### src/timing_pkg.sv
package timing_pkg;

	////////////////////////////////
	// counter widths
	////////////////////////////////

	// position counters, horizontal and vertical
	localparam int h_width = 9;
	localparam int v_width = 9;

	// host-visible frame counter
	localparam int frame_width = 16;

	////////////////////////////////
	// horizontal geometry
	////////////////////////////////

	// pixels per line, counts 0..383
	localparam logic [h_width-1:0] h_total = 9'd384;

	// blank low window, inclusive
	localparam logic [h_width-1:0] h_blank_start = 9'd272;
	localparam logic [h_width-1:0] h_blank_end = 9'd367;

	// sync low window, inclusive
	localparam logic [h_width-1:0] h_sync_start = 9'd304;
	localparam logic [h_width-1:0] h_sync_end = 9'd335;

	////////////////////////////////
	// vertical geometry
	////////////////////////////////

	// lines per frame, counts 0..263
	localparam logic [v_width-1:0] v_total = 9'd264;

	// blank low from start to end of frame, and again up to v_blank_end
	localparam logic [v_width-1:0] v_blank_start = 9'd240;
	localparam logic [v_width-1:0] v_blank_end = 9'd15;

	// sync low from here to the last line
	localparam logic [v_width-1:0] v_sync_start = 9'd248;

	////////////////////////////////
	// register map, word addresses
	////////////////////////////////

	localparam logic [1:0] reg_addr_pos = 2'd0;
	localparam logic [1:0] reg_addr_frame = 2'd1;
	localparam logic [1:0] reg_addr_cmp = 2'd2;
	localparam logic [1:0] reg_addr_stat = 2'd3;

endpackage

### src/clock_enable_gen.sv
`timescale 1ns/100ps

module clock_enable_gen (
	input  logic CLK_48M,
	input  logic rst,
	output logic ce_24m,
	output logic ce_12m,
	output logic ce_6m
);

	////////////////////////////////
	// free-running divider
	////////////////////////////////

	// 3-bit count, one step per 48 MHz clock
	logic [2:0] div;
	logic [2:0] div_next;

	// wraps 7 -> 0 by itself
	assign div_next = div + 3'd1;

	always_ff @(posedge CLK_48M) begin
		if (rst) begin
			div <= 3'd0;
		end else begin
			div <= div_next;
		end
	end

	////////////////////////////////
	// strobe decode
	////////////////////////////////

	// decoded from next count so each strobe is high while div holds the value
	// 24 MHz: odd counts
	// 12 MHz: counts 3 and 7
	// 6 MHz: count 7 only, eighth clock after reset
	always_ff @(posedge CLK_48M) begin
		if (rst) begin
			ce_24m <= 1'b0;
			ce_12m <= 1'b0;
			ce_6m <= 1'b0;
		end else begin
			ce_24m <= div_next[0];
			ce_12m <= (div_next[1:0] == 2'b11);
			ce_6m <= (div_next == 3'd7);
		end
	end

endmodule

### src/horiz_timing.sv
`timescale 1ns/100ps

module horiz_timing (
	input  logic CLK_48M,
	input  logic rst,
	input  logic ce_6m,
	output logic [timing_pkg::h_width-1:0] h_count,
	output logic hsync_n,
	output logic hblank_n,
	output logic line_start
);

	import timing_pkg::*;

	////////////////////////////////
	// next-count logic
	////////////////////////////////

	// next pixel position and wrap detect
	logic [h_width-1:0] h_next;
	logic h_wrap;

	// last pixel of the line
	assign h_wrap = (h_count == h_total - 1'b1);

	// back to 0 after 383
	assign h_next = h_wrap ? '0 : h_count + 1'b1;

	////////////////////////////////
	// level decode
	////////////////////////////////

	// sync and blank levels for the next position
	logic sync_next;
	logic blank_next;

	// low inside the sync window
	assign sync_next = ~((h_next >= h_sync_start) && (h_next <= h_sync_end));

	// low inside the blank window, sync sits inside it
	assign blank_next = ~((h_next >= h_blank_start) && (h_next <= h_blank_end));

	////////////////////////////////
	// pixel counter
	////////////////////////////////

	always_ff @(posedge CLK_48M) begin
		if (rst) begin
			h_count <= '0;
		end else if (ce_6m) begin
			h_count <= h_next;
		end
	end

	////////////////////////////////
	// registered outputs
	////////////////////////////////

	// levels move on the same clock as the counter
	// so they line up with h_count with no offset
	always_ff @(posedge CLK_48M) begin
		if (rst) begin
			hsync_n <= 1'b1;
			hblank_n <= 1'b1;
		end else if (ce_6m) begin
			hsync_n <= sync_next;
			hblank_n <= blank_next;
		end
	end

	// one-clock strobe, high together with h_count == 0 after a wrap
	always_ff @(posedge CLK_48M) begin
		if (rst) begin
			line_start <= 1'b0;
		end else begin
			line_start <= ce_6m && h_wrap;
		end
	end

endmodule

### src/vert_timing.sv
`timescale 1ns/100ps

module vert_timing (
	input  logic CLK_48M,
	input  logic rst,
	input  logic line_start,
	output logic [timing_pkg::v_width-1:0] v_count,
	output logic vsync_n,
	output logic vblank_n,
	output logic vreset_n,
	output logic frame_start
);

	import timing_pkg::*;

	////////////////////////////////
	// next-line logic
	////////////////////////////////

	// next line number and frame wrap detect
	logic [v_width-1:0] v_next;
	logic v_wrap;

	// last line of the frame
	assign v_wrap = (v_count == v_total - 1'b1);

	// back to line 0 after 263
	assign v_next = v_wrap ? '0 : v_count + 1'b1;

	////////////////////////////////
	// level decode
	////////////////////////////////

	logic sync_next;
	logic blank_next;
	logic reset_next;

	// sync low from 248 up to the last line
	assign sync_next = ~(v_next >= v_sync_start);

	// blank spans the wrap, so two ranges
	assign blank_next = ~((v_next >= v_blank_start) || (v_next <= v_blank_end));

	// vertical reset low for all of line 0
	assign reset_next = (v_next != '0);

	////////////////////////////////
	// line counter
	////////////////////////////////

	// line_start replaces the old sync-edge clock
	always_ff @(posedge CLK_48M) begin
		if (rst) begin
			v_count <= '0;
		end else if (line_start) begin
			v_count <= v_next;
		end
	end

	////////////////////////////////
	// registered outputs
	////////////////////////////////

	// levels follow v_count with zero offset
	always_ff @(posedge CLK_48M) begin
		if (rst) begin
			vsync_n <= 1'b1;
			vblank_n <= 1'b1;
			vreset_n <= 1'b1;
		end else if (line_start) begin
			vsync_n <= sync_next;
			vblank_n <= blank_next;
			vreset_n <= reset_next;
		end
	end

	// one-clock strobe, lands with v_count == 0 after a wrap
	always_ff @(posedge CLK_48M) begin
		if (rst) begin
			frame_start <= 1'b0;
		end else begin
			frame_start <= line_start && v_wrap;
		end
	end

endmodule

### src/timing_regs.sv
`timescale 1ns/100ps

module timing_regs (
	input  logic CLK_48M,
	input  logic rst,
	input  logic [timing_pkg::h_width-1:0] h_count,
	input  logic [timing_pkg::v_width-1:0] v_count,
	input  logic line_start,
	input  logic frame_start,
	input  logic wb_cyc,
	input  logic wb_stb,
	input  logic wb_we,
	input  logic [1:0] wb_adr,
	input  logic [31:0] wb_dat_i,
	output logic [31:0] wb_dat_o,
	output logic wb_ack,
	output logic irq
);

	import timing_pkg::*;

	////////////////////////////////
	// bus decode
	////////////////////////////////

	// new request, blocked while ack is out so ack stays one clock
	logic req;
	logic wr_cmp;
	logic wr_stat;

	assign req = wb_cyc && wb_stb && !wb_ack;
	assign wr_cmp = req && wb_we && (wb_adr == reg_addr_cmp);
	assign wr_stat = req && wb_we && (wb_adr == reg_addr_stat);

	// ack one clock after the request, never stalls
	always_ff @(posedge CLK_48M) begin
		if (rst) begin
			wb_ack <= 1'b0;
		end else begin
			wb_ack <= req;
		end
	end

	////////////////////////////////
	// frame counter
	////////////////////////////////

	logic [frame_width-1:0] frame_cnt;

	// counts frame_start, wraps at full scale
	always_ff @(posedge CLK_48M) begin
		if (rst) begin
			frame_cnt <= '0;
		end else if (frame_start) begin
			frame_cnt <= frame_cnt + 1'b1;
		end
	end

	////////////////////////////////
	// line compare
	////////////////////////////////

	logic [v_width-1:0] cmp_line;
	logic [v_width-1:0] line_next;
	logic pending;
	logic hit;

	// line the vertical counter moves to on this line_start
	assign line_next = (v_count == v_total - 1'b1) ? '0 : v_count + 1'b1;
	assign hit = line_start && (line_next == cmp_line);

	// compare line, low 9 bits of the write data
	always_ff @(posedge CLK_48M) begin
		if (rst) begin
			cmp_line <= '0;
		end else if (wr_cmp) begin
			cmp_line <= wb_dat_i[v_width-1:0];
		end
	end

	// pending flag, set beats clear
	always_ff @(posedge CLK_48M) begin
		if (rst) begin
			pending <= 1'b0;
		end else if (hit) begin
			pending <= 1'b1;
		end else if (wr_stat && wb_dat_i[0]) begin
			pending <= 1'b0;
		end
	end

	assign irq = pending;

	////////////////////////////////
	// read data
	////////////////////////////////

	// captured on the request clock, returned with ack
	// position is the beam as seen on that clock
	always_ff @(posedge CLK_48M) begin
		if (req && !wb_we) begin
			case (wb_adr)
				reg_addr_pos:
					wb_dat_o <= {{(16 - v_width){1'b0}}, v_count,
						{(16 - h_width){1'b0}}, h_count};
				reg_addr_frame:
					wb_dat_o <= {{(32 - frame_width){1'b0}}, frame_cnt};
				reg_addr_cmp:
					wb_dat_o <= {{(32 - v_width){1'b0}}, cmp_line};
				reg_addr_stat:
					wb_dat_o <= {31'd0, pending};
				default:
					wb_dat_o <= 32'd0;
			endcase
		end
	end

endmodule

### src/video_timing_top.sv
`timescale 1ns/100ps

module video_timing_top (
	input  logic CLK_48M,
	input  logic rst,
	// host bus
	input  logic wb_cyc,
	input  logic wb_stb,
	input  logic wb_we,
	input  logic [1:0] wb_adr,
	input  logic [31:0] wb_dat_i,
	output logic [31:0] wb_dat_o,
	output logic wb_ack,
	// pixel rate strobes
	output logic ce_24m,
	output logic ce_12m,
	output logic ce_6m,
	// beam position and video sync
	output logic [timing_pkg::h_width-1:0] h_count,
	output logic [timing_pkg::v_width-1:0] v_count,
	output logic hsync_n,
	output logic hblank_n,
	output logic vsync_n,
	output logic vblank_n,
	output logic vreset_n,
	output logic irq
);

	// line and frame strobes between counters and registers
	logic line_start;
	logic frame_start;

	////////////////////////////////
	// enable generation
	////////////////////////////////

	clock_enable_gen u_ce (
		.CLK_48M (CLK_48M),
		.rst     (rst),
		.ce_24m  (ce_24m),
		.ce_12m  (ce_12m),
		.ce_6m   (ce_6m)
	);

	////////////////////////////////
	// beam counters
	////////////////////////////////

	// pixel counter on the 6 MHz enable
	horiz_timing u_horiz (
		.CLK_48M    (CLK_48M),
		.rst        (rst),
		.ce_6m      (ce_6m),
		.h_count    (h_count),
		.hsync_n    (hsync_n),
		.hblank_n   (hblank_n),
		.line_start (line_start)
	);

	// line counter, one step per line
	vert_timing u_vert (
		.CLK_48M     (CLK_48M),
		.rst         (rst),
		.line_start  (line_start),
		.v_count     (v_count),
		.vsync_n     (vsync_n),
		.vblank_n    (vblank_n),
		.vreset_n    (vreset_n),
		.frame_start (frame_start)
	);

	////////////////////////////////
	// host registers
	////////////////////////////////

	timing_regs u_regs (
		.CLK_48M     (CLK_48M),
		.rst         (rst),
		.h_count     (h_count),
		.v_count     (v_count),
		.line_start  (line_start),
		.frame_start (frame_start),
		.wb_cyc      (wb_cyc),
		.wb_stb      (wb_stb),
		.wb_we       (wb_we),
		.wb_adr      (wb_adr),
		.wb_dat_i    (wb_dat_i),
		.wb_dat_o    (wb_dat_o),
		.wb_ack      (wb_ack),
		.irq         (irq)
	);

endmodule

### config.mk
export PLATFORM = sky130hd
export DESIGN_NAME = video_timing_top
export DESIGN_NICKNAME = d
export VERILOG_FILES = /design/src/timing_pkg.sv /design/src/clock_enable_gen.sv /design/src/horiz_timing.sv /design/src/vert_timing.sv /design/src/timing_regs.sv /design/src/video_timing_top.sv
export SDC_FILE = /design/constraint.sdc
export NUM_CORES = 1
export LEC_CHECK = 0
export BUFFER_PORTS_ARGS = -buffer_cell sky130_fd_sc_hd__buf_2
export CAP_MARGIN = 10
export CORE_MARGIN = 5
export CORE_UTILIZATION = 40
export CTS_BUF_LIST = sky130_fd_sc_hd__clkbuf_2 sky130_fd_sc_hd__clkbuf_4 sky130_fd_sc_hd__clkbuf_8
export CTS_CLUSTER_DIAMETER = 50
export DETAILED_ROUTE_END_ITERATION = 12
export SLEW_MARGIN = 15
export SYNTH_ARGS = -nofsm -noshare
export SYNTH_HDL_FRONTEND = slang
export SYNTH_SLANG_ARGS = --single-unit
### constraint.sdc
create_clock -name CLK_48M -period 4.5 [get_ports CLK_48M]
set_input_delay 0.45 -clock CLK_48M [delete_from_list [all_inputs] [get_ports CLK_48M]]
set_output_delay 0.45 -clock CLK_48M [all_outputs]
set_load 0.02 [all_outputs]
; Word level (Yosys, flattened, before mapping)
; Index checks and enable logic that the tools add are counted.
[totals]
register_bits = 90
inputBits = 39
output_inout_bits = 60
wordCells = 64
[classes]
n_addsub = 4
n_lt_le_gt_ge = 7
n_eq_ne = 8
mux = 5
bitwise = 4
n_reduce_logical = 18
[ops]
columns = cell, n
row1 = $pmux W32 S4, 1
row2 = $add A9 B1 Y9 const B, 2
row3 = $eq A9 B9 Y1 const B, 2
row4 = $ge A9 B8 Y1 const B, 2
row5 = $ge A9 B9 Y1 const B, 2
row6 = $le A9 B9 Y1 const B, 2
row7 = $mux W9, 2
row8 = $add A16 B1 Y16 const B, 1
row9 = $logic_and A1 B1 Y1, 12
row10 = $eq A9 B9 Y1, 1
row11 = $le A9 B4 Y1 const B, 1
row12 = $reduce_bool A9 Y1, 1
row13 = $eq A2 B2 Y1 const B, 3
row14 = $not A1 Y1, 4
row15 = $add A3 B1 Y3 const B, 1
row16 = $eq A3 B3 Y1 const B, 1
row17 = $eq A2 B1 Y1 const B, 1
row18 = $logic_not A1 Y1, 2
row19 = $logic_not A2 Y1, 1
row20 = $mux W1, 2
row21 = $reduce_bool A2 Y1, 1
row22 = $logic_or A1 B1 Y1, 1

; Depth between registers and ports, before layout
; Gate-level depths: netlist (run 1).
[logic_depth]
word_depth = 7
ltp_mapped = 8
mapped_depth_nobuf = 7

; Cells and area by module
; From an unflattened synthesis (run 1), not the netlist that was laid out.
[hier_totals]
cells_unflattened = 440
area_unflattened_um2 = 4209.0
[modules_own_cells]
columns = mod, n_inst, cells_per_inst, area_each_um2, seq_area_each_um2
row1 = timing_regs, 1, 236, 2488.6, 1291.2
row2 = horiz_timing, 1, 101, 783.3, 240.2
row3 = vert_timing, 1, 89, 775.7, 260.2
row4 = clock_enable_gen, 1, 14, 161.4, 100.1

; Worst setup path after synthesis (run 1)
; Ideal clock, no wire load.
[synth_path]
kind = reg2reg
start = register u_vert.v_count[1] (netlist bit)
end = register u_regs.pending, in the netlist u_regs.irq
setup_time_ns = 0.087
t_arrival_ns = 2.172
required_ns = 4.413
slack_ns = 2.241
path_stages_with_launch = 9
n_path_buf = 1
synth_period_minus_slack_ns = 2.259
cell_sequence = dfxtp_1 ha_1 and3_1 buf_2 nand2_1 nor4b_1 a31oi_1 or4_1 o31ai_1
[synth_between]
elab_chain_cells = 5
word_cells_on_any_way = 7
classes_between = add/sub (1) / eq/ne (2) / mux (2) / reduce/logical (2)
[synth_rtl]
columns = item, line_no
row1 = "start, declared", vert_timing.sv:7  ; output logic [timing_pkg::v_width-1:0] v_count,
row2 = "start signal, assigned", vert_timing.sv:56  ; v_count <= v_next;
row3 = $add A9 B1 Y9 / $eq A9 B9 Y1 (equally long branches), timing_regs.sv:69  ; assign line_next = (v_count == v_total - 1'b1) ? '0 : v_count + 1'b1;
row4 = $mux W9 (*), timing_regs.sv:69
row5 = $eq A9 B9 Y1 (*), timing_regs.sv:70  ; assign hit = line_start && (line_next == cmp_line);
row6 = $logic_and A1 B1 Y1 (*), timing_regs.sv:70
row7 = $mux W1 / $reduce_bool A2 Y1 (equally long branches), -
row8 = "end signal, assigned", timing_regs.sv:84  ; pending <= 1'b0;
row9 = "end signal, assigned", timing_regs.sv:86  ; pending <= 1'b1;
row10 = "end signal, assigned", timing_regs.sv:88  ; pending <= 1'b0;
row11 = "end, declared", timing_regs.sv:65  ; logic pending;
; Every way passes the cells marked *; elsewhere a longest branch is shown, timed or not.
; A chain may end at the register's enable or synchronous reset.

; Worst setup path in the final report (run 1)
[layout_path]
start = register u_vert.v_count[0] (netlist bit)
end = register u_regs.pending, in the netlist u_regs.irq
; The elaborated chain is that of the path after synthesis.

==> run metrics, run 1 <==
Worst path top cell family by delay=simple AND/OR/NAND/NOR gates; die area=about 12000 µm²; post-route cell area=4570 µm²; grt peak-use layer=met2; post-layout min period=between 2 and 3 ns; Via-to-Cell Ratio=5.13; count of final hold-check violations=0; Seq cells post-synth=between 80 and 90; Site Rows=36; Root Buffer=clkbuf_8; pwr/cell area=317 nW/µm²; crit-path max cell delay=around 0.6 ns; largest net degree at the start of global routing=between 50 and 60; wire length per cell=14.5 µm; vias in the first global route=~2900; fin. max-slew vios=0; worst hold path startpoint=wb_dat_i[1]; Die Ht=~110 µm; Arr. time, crit path=2.78 ns; register area share after synthesis=0.478; Fill cells=approximately 980; Critical Path Sink Type=flop; clock sinks=between 80 and 90; Worst Setup SP=u_vert.v_count[0]; Worst Hold Class=in -> reg; # hold bufs at CTS=0; routability congestion estimate=between 0.7 and 0.8; PostCTS Resize Cnt=0; CP Data Required Time=roughly 4.8 ns; worst r2r src=u_vert.v_count[0]; total grt overflow=0; Port Buffers=between 60 and 70; Worst path slowest cell=dfxtp_1; GR Util met3=0.0429; status=complete, no violations; CP cell instances=ha_1 > and3_1 > nand2_1 > nor4b_1 > a31oi_1 > or4_1 > o31ai_1; IO Pins=99; met2 GRT Util=0.234; ys async rst share=0; met1 usage=0.213; placed inst area=4330 µm²; Final setup viols=0; DP HPWL=6390 µm; syn_area_per_cell=approximately 9 µm²; DRC=0; RSZ-0062 raised after global routing=false; Die Span X=approximately 110 µm; Worst Setup Start Kind=flop; Ys Warns=0; CTS buffer count=9; total negative setup slack=0 ns; DR pass1 iterations=4; IR Drop Worst-Case VDD=roughly 150 µV; Yosys top cell by area=dfxtp_1; global-route wire length before repair=14300 µm; LEAKAGE=1.70 nW; CTS Buffer Depth=2; worst path buffer plus inverter count=0; initial antenna violation count=0; crit-path max FO=13; # nets final=522; share of cells above drive strength 1=0.188; CTS tree=built; Post-synth EDFFs=25; leading register cell type out of synthesis=dfxtp_1; gr usage total=0.153; Skew-Pair Late Insertion Delay=about 0.35 ns; total number of vias=3157; Final period util=0.558; DRT iter0 DRCs=150; Setup Fix Bufs, Post-CTS=0; Synth Instances=roughly 430; Distinct cells, synth=52; Area contributors post-synth=dfxtp_1, edfxtp_1, nor2_1; Core Util, Final=0.469; max_slew headroom=0.335; DRT antenna net count=0; Synth top area share=0.288; f_max=roughly 0.40 GHz; # diodes=0; Clock transition at path regs=0.08 ns; H-tree Lvls=3; P&R area growth vs syn=15.3%; final wirelength=around 8900 µm; slew at the pin with the worst max-slew slack=~1 ns; core area=~10000 µm²; Starting Density=0.407; WS Path Type=reg -> reg; Max Cap Viol=0; mapped cell area=3960 µm²; clk_skew=~0.0083 ns
==> final cells by class <==
| class | instances | area (µm²) | area share |
|---|---|---|---|
| Multi-Input combinational cell | 311 | 1910 | 0.419 |
| Timing Repair Buffer | 68 | 340 | 0.0745 |
| Sequential cell | 82 | 1890 | 0.414 |
| Clock inverter | 7 | 108 | 0.0236 |
| Tap cell | 133 | 166 | 0.0364 |
| Clock buffer | 9 | 124 | 0.0271 |
| Inverter | 6 | 22.5 | 0.00493 |
==> power breakdown <==
part,internal [mW],switching [mW]
clock network,0.324,0.292
registers,0.767,0.00464
logic,0.0178,0.0437
==> placed cells by master (no fill, tap or decap), drive strengths merged, types with 3 or more instances in the layout <==
master	n
a21oi	22
and2	16
and3	9
buf	68
clkbuf	9
conb	7
dfxtp	57
edfxtp	25
ha	5
inv	10
mux2i	19
nand2	38
nand3	11
nand3b	3
nand4	10
nor2	53
nor2b	4
nor3	9
nor4	6
nor4b	4
o21ai	24
o22ai	3
o31ai	3
or3	9
xnor2	15
xor2	15
==> cells in the mapped netlist, types with 10 or more instances <==
master,n
dfxtp_1,57
edfxtp_1,25
nand4_1,10
xnor2_1,15
mux2i_1,19
o21ai_0,13
o21ai_1,11
nand3_1,11
clkbuf_1,21
and2_1,15
nor2_1,53
xor2_1,15
a21oi_1,22
nand2_1,38
==> stage by stage <==
stage          std cells  hold WS [ns]  total power [mW]  setup WS (ns)
2_1_floorplan        435         0.466             0.834           2.24
3_3_place_gp         600         0.442             0.850           2.05
3_5_place_dp         600         0.446             0.851           1.96
4_1_cts              616         0.335              1.46           1.95
5_1_grt              616         0.348              1.50           1.73
6_report             616         0.350              1.45           1.99
==> per-layer routing <==
layer / share of wire / wire length, µm
met1: 0.49 / 4370
met2: 0.45 / 4000
met3: 0.056 / 499
met4: 0.0071 / 63
met5: 0 / 0
==> flip-flops by register name, summed over array words and instances (netlist names), 3 cells and up <==
register and cells:
u_regs.cmp_line 9, u_vert.v_count 9, u_regs.frame_cnt 16, u_ce.div 3
u_horiz.h_count 9, u_regs.wb_dat_o 25
==> path summary, 6_finish.rpt <==
path / to / slack [ns] / cells past startpoint
setup reg to reg: u_regs.irq / 1.99 / 7
hold reg to reg: u_ce.div[0] / 0.46 / 1
hold / removal: u_regs.cmp_line[1] / 0.35 / 3
setup / recovery: u_regs.irq / 1.99 / 7
==> worst register-to-register path, cell delays in order, from the launching register on <==
cell and delay, ns:
dfxtp_1 0.60, ha_1 0.35, and3_1 0.30, nand2_1 0.10, nor4b_1 0.27, a31oi_1 0.07
or4_1 0.52, o31ai_1 0.23
==> cells by family after synthesis <==
kind of cell	Yosys count	synth area share
mux	22	0.0603
buf+inv	42	0.0480
fa+ha+maj	5	0.0158
other cells	1	0.000947
compound gates	66	0.0964
flops	82	0.478
xor+xnor	30	0.0664
simple gates	181	0.234
(Power assumes the default switching activity.)
==> inputs of run 2 (changes only) <==
--- a/config.mk
+++ b/config.mk
@@ -5,6 +5,7 @@
 export SDC_FILE = /design/constraint.sdc
 export NUM_CORES = 1
 export LEC_CHECK = 0
+export ABC_AREA = 1
 export BUFFER_PORTS_ARGS = -buffer_cell sky130_fd_sc_hd__buf_2
 export CAP_MARGIN = 10
 export CORE_MARGIN = 5
==> constraint.sdc (replaced) <==
create_clock -name CLK_48M -period 2.6 [get_ports CLK_48M]
set_input_delay 0.26 -clock CLK_48M [delete_from_list [all_inputs] [get_ports CLK_48M]]
set_output_delay 0.26 -clock CLK_48M [all_outputs]
set_load 0.02 [all_outputs]
==> run 2 against run 1 <==
- synthesized area is 6.6% lower
- combinational power rose by 110%
- fmax grew 30%
- clock-buffer cell count is 1 higher
- sequential power rose by 74%
- power increased by 57%
- final area is 5.8% lower
- via count up 2.4%
- sequential share of layout area increased by 2.6 points
- routed wire length fell by 0.63%
- critical endpoint is now u_horiz.h_count[3]
==> run metrics, run 2 <==
worst r2r src=u_horiz.h_count[0] (was u_vert.v_count[0]); total negative setup slack=0 ns (unchanged); Synth Instances=458 (was 429); CP Data Required Time=2.81 ns (was 4.77 ns); Starting Density=0.406 (was 0.407); Adder-Cell Fraction of Synth Area=0.0169 (was 0.0158); CP cell instances=ha_1 > nand3_1 > nor2_1 > nand2_1 > inv_1 > nand3_1 > o21ai_0 > nor2_1 (was ha_1 > and3_1 > nand2_1 > nor4b_1 > a31oi_1 > or4_1 > o31ai_1); commonest non-fill, non-tap cell in the layout=nand2_1 (was buf_2); PostCTS Resize Cnt=0 (unchanged); clock sinks=82 (unchanged); Worst path slowest cell=o21ai_0 (was dfxtp_1); Compound-Gate Fraction of Synth Area=0.140 (was 0.0964); initial antenna violation count=0 (unchanged); status=complete, no violations (unchanged); Worst Hold Class=in -> reg (unchanged); Port Buffers=68 (unchanged); syn_area_per_cell=8.08 µm² (was 9.23 µm²); Worst R2R End=u_horiz.h_count[3] (was u_regs.irq); Post-synth EDFFs=25 (unchanged); DRT antenna net count=0 (unchanged); # hold bufs at CTS=0 (unchanged); Final period util=0.742 (was 0.558); total number of vias=3234 (was 3157); Ys Warns=0 (unchanged); DRC=0 (unchanged); Worst Setup Start Kind=flop (unchanged); global-route wire length before repair=14500 µm (was 14300 µm); die area=11300 µm² (was 12000 µm²); DRT iter0 DRCs=152 (was 150); post-layout min period=1.93 ns (was 2.51 ns); leading register cell type out of synthesis=dfxtp_1 (unchanged); biggest regs=u_regs.wb_dat_o (25), u_regs.frame_cnt (16) (unchanged); ys async rst share=0 (unchanged); gr usage total=0.160 (was 0.153); RSZ-0062 raised after global routing=false (unchanged); H-tree Lvls=3 (unchanged); WS Path Type=reg -> reg (unchanged); Seq. cell area=1890 µm² (unchanged); final wirelength=8880 µm (was 8930 µm); Die Ht=106 µm (was 110 µm); # diodes=0 (unchanged); synth cell count leaders=nand2_1, inv_1, dfxtp_1 (was dfxtp_1, nor2_1, nand2_1); Reg2Reg Depth=8 (was 7); mapped cell area=3700 µm² (was 3960 µm²); Max Cap Viol=0 (unchanged); Seq cells post-synth=82 (unchanged); CTS Buffer Depth=2 (unchanged); CTS buffer count=9 (unchanged); largest net degree at the start of global routing=31 (was 53); f_max=0.518 GHz (was 0.398 GHz); Post-Synth Simple-Gate Area=0.229 (was 0.234); count of final hold-check violations=0 (unchanged); vias in the first global route=3033 (was 2879); Distinct cells, synth=32 (was 52); wire length per cell=13.8 µm (was 14.5 µm); Setup Fix Bufs, Post-CTS=0 (unchanged); core area=9110 µm² (was 9730 µm²); Post-Layout Cell Count=643 (was 616); Final WS setup=0.670 ns (was 1.99 ns); fin. max-slew vios=0 (unchanged); area occupied by multi-input gates=1520 µm² (was 1910 µm²); LEAKAGE=1.75 nW (was 1.70 nW); post-route cell area=4300 µm² (was 4570 µm²); P&R area growth vs syn=16.3% (was 15.3%); total grt overflow=0 (unchanged); Core Util, Final=0.472 (was 0.469); # nets final=571 (was 522); Fill cells=909 (was 976); IO Pins=99 (unchanged); Clock transition at path regs=0.09 ns (was 0.08 ns); most flop-heavy register=u_regs.wb_dat_o (unchanged); crit-path max cell delay=0.48 ns (was 0.60 ns); slew at the pin with the worst max-slew slack=0.599 ns (was 0.997 ns); most frequent cells in the layout=nand2_1, buf_2, inv_1 (was buf_2, dfxtp_1, nor2_1); max FFs per register=25 (unchanged); main combinational cell family by area after synthesis=simple AND/OR/NAND/NOR gates (unchanged); Worst setup endpoint=u_horiz.h_count[3] (was u_regs.irq); Critical Path Sink Type=flop (unchanged); Skew-Pair Late Insertion Delay=0.35 ns (about the same); mux cell area share after synthesis=0 (was 0.0603); Worst R2R Setup Slack=0.67 ns (was 1.99 ns); CTS tree=built (unchanged); DR pass1 iterations=4 (unchanged); pwr/cell area=529 nW/µm² (was 317 nW/µm²); Area contributors post-synth=dfxtp_1, edfxtp_1, nand2_1 (was dfxtp_1, edfxtp_1, nor2_1); register area share after synthesis=0.512 (was 0.478); Site Rows=35 (was 36); DP HPWL=6610 µm (was 6390 µm); count leader, synth=nand2_1 (was dfxtp_1); xor/xnor share of the synthesized area=0.0166 (was 0.0664); max_slew headroom=0.600 (was 0.335); Via-to-Cell Ratio=5.03 (was 5.13); Root Buffer=clkbuf_8 (unchanged); Arr. time, crit path=2.14 ns (was 2.78 ns); clk_skew=0.0105 ns (was 0.00826 ns); crit-path max FO=6 (was 13); Min Hold Slack=0.196 ns (was 0.350 ns); routability congestion estimate=0.836 (was 0.773); placed cell count=627 (was 600); share of cells above drive strength 1=0.184 (was 0.188); Final setup viols=0 (unchanged); Tot Pwr=2.27 mW (was 1.45 mW); Place WS=0.742 ns (was 1.96 ns); Worst Setup SP=u_horiz.h_count[0] (was u_vert.v_count[0]); placed inst area=4140 µm² (was 4330 µm²); Synth top area share=0.309 (was 0.288); Die Span X=106 µm (was 110 µm); IR Drop Worst-Case VDD=283 µV (was 146 µV); Yosys top cell by area=dfxtp_1 (unchanged)
## run 2: cell type report
type,count,share of cell area
clock buffer,10,0.0305
clock inverter,6,0.00786
inverter,59,0.0515
multi-input combinational,305,0.352
sequential,82,0.440
tap,111,0.0323
timing repair buffer,70,0.0855
## run 2: routing by layer
metal / GRT usage / part of all wire / vias to the layer above
li1: - / - / 1647
met1: 0.199 / 0.44 / 1496
met2: 0.278 / 0.49 / 80
met3: 0.0352 / 0.058 / 11
met4: 0.0416 / 0.012 / 0
met5: 0 / 0 / -
## run 2: worst max-delay path: cells and delay by family (launching register included)
family | cells | cell delay [ns]
AOI/OAI and AO/OA | 1 | 0.48
DFF | 1 | 0.44
buffers and inverters | 1 | 0.07
and+or+nand+nor | 5 | 0.61
adders and majority gates | 1 | 0.22
## run 2: where the power goes
group	internal (mW)	leakage, nW	switching (mW)
combinational	0.0364	0.975	0.0924
sequential	1.33	0.692	0.00878
clock	0.350	0.0845	0.455
total	1.72	1.75	0.556
## run 2: cell families after synthesis
family | count (synthesis)
AO/OA/AOI/OAI | 94
XOR/XNOR | 7
adder cells (fa/ha/maj) | 5
buffers and inverters | 77
flip-flops | 82
other | 1
AND/OR/NAND/NOR | 192
## run 2: how the worst min path moves through the flow
stage / startpoint / end / slack (ns) / cells past startpoint
2_1_floorplan: rst / u_vert.v_count[7] / 0.42 / 3
3_3_place_gp: u_ce.div[0] / u_ce.div[0] / 0.45 / 1
3_5_place_dp: u_horiz.hsync_n / u_horiz.hsync_n / 0.45 / 2
4_1_cts: wb_dat_i[7] / u_regs.cmp_line[7] / 0.19 / 3
5_1_grt: wb_dat_i[2] / u_regs.cmp_line[2] / 0.22 / 3
6_report: wb_dat_i[7] / u_regs.cmp_line[7] / 0.20 / 3
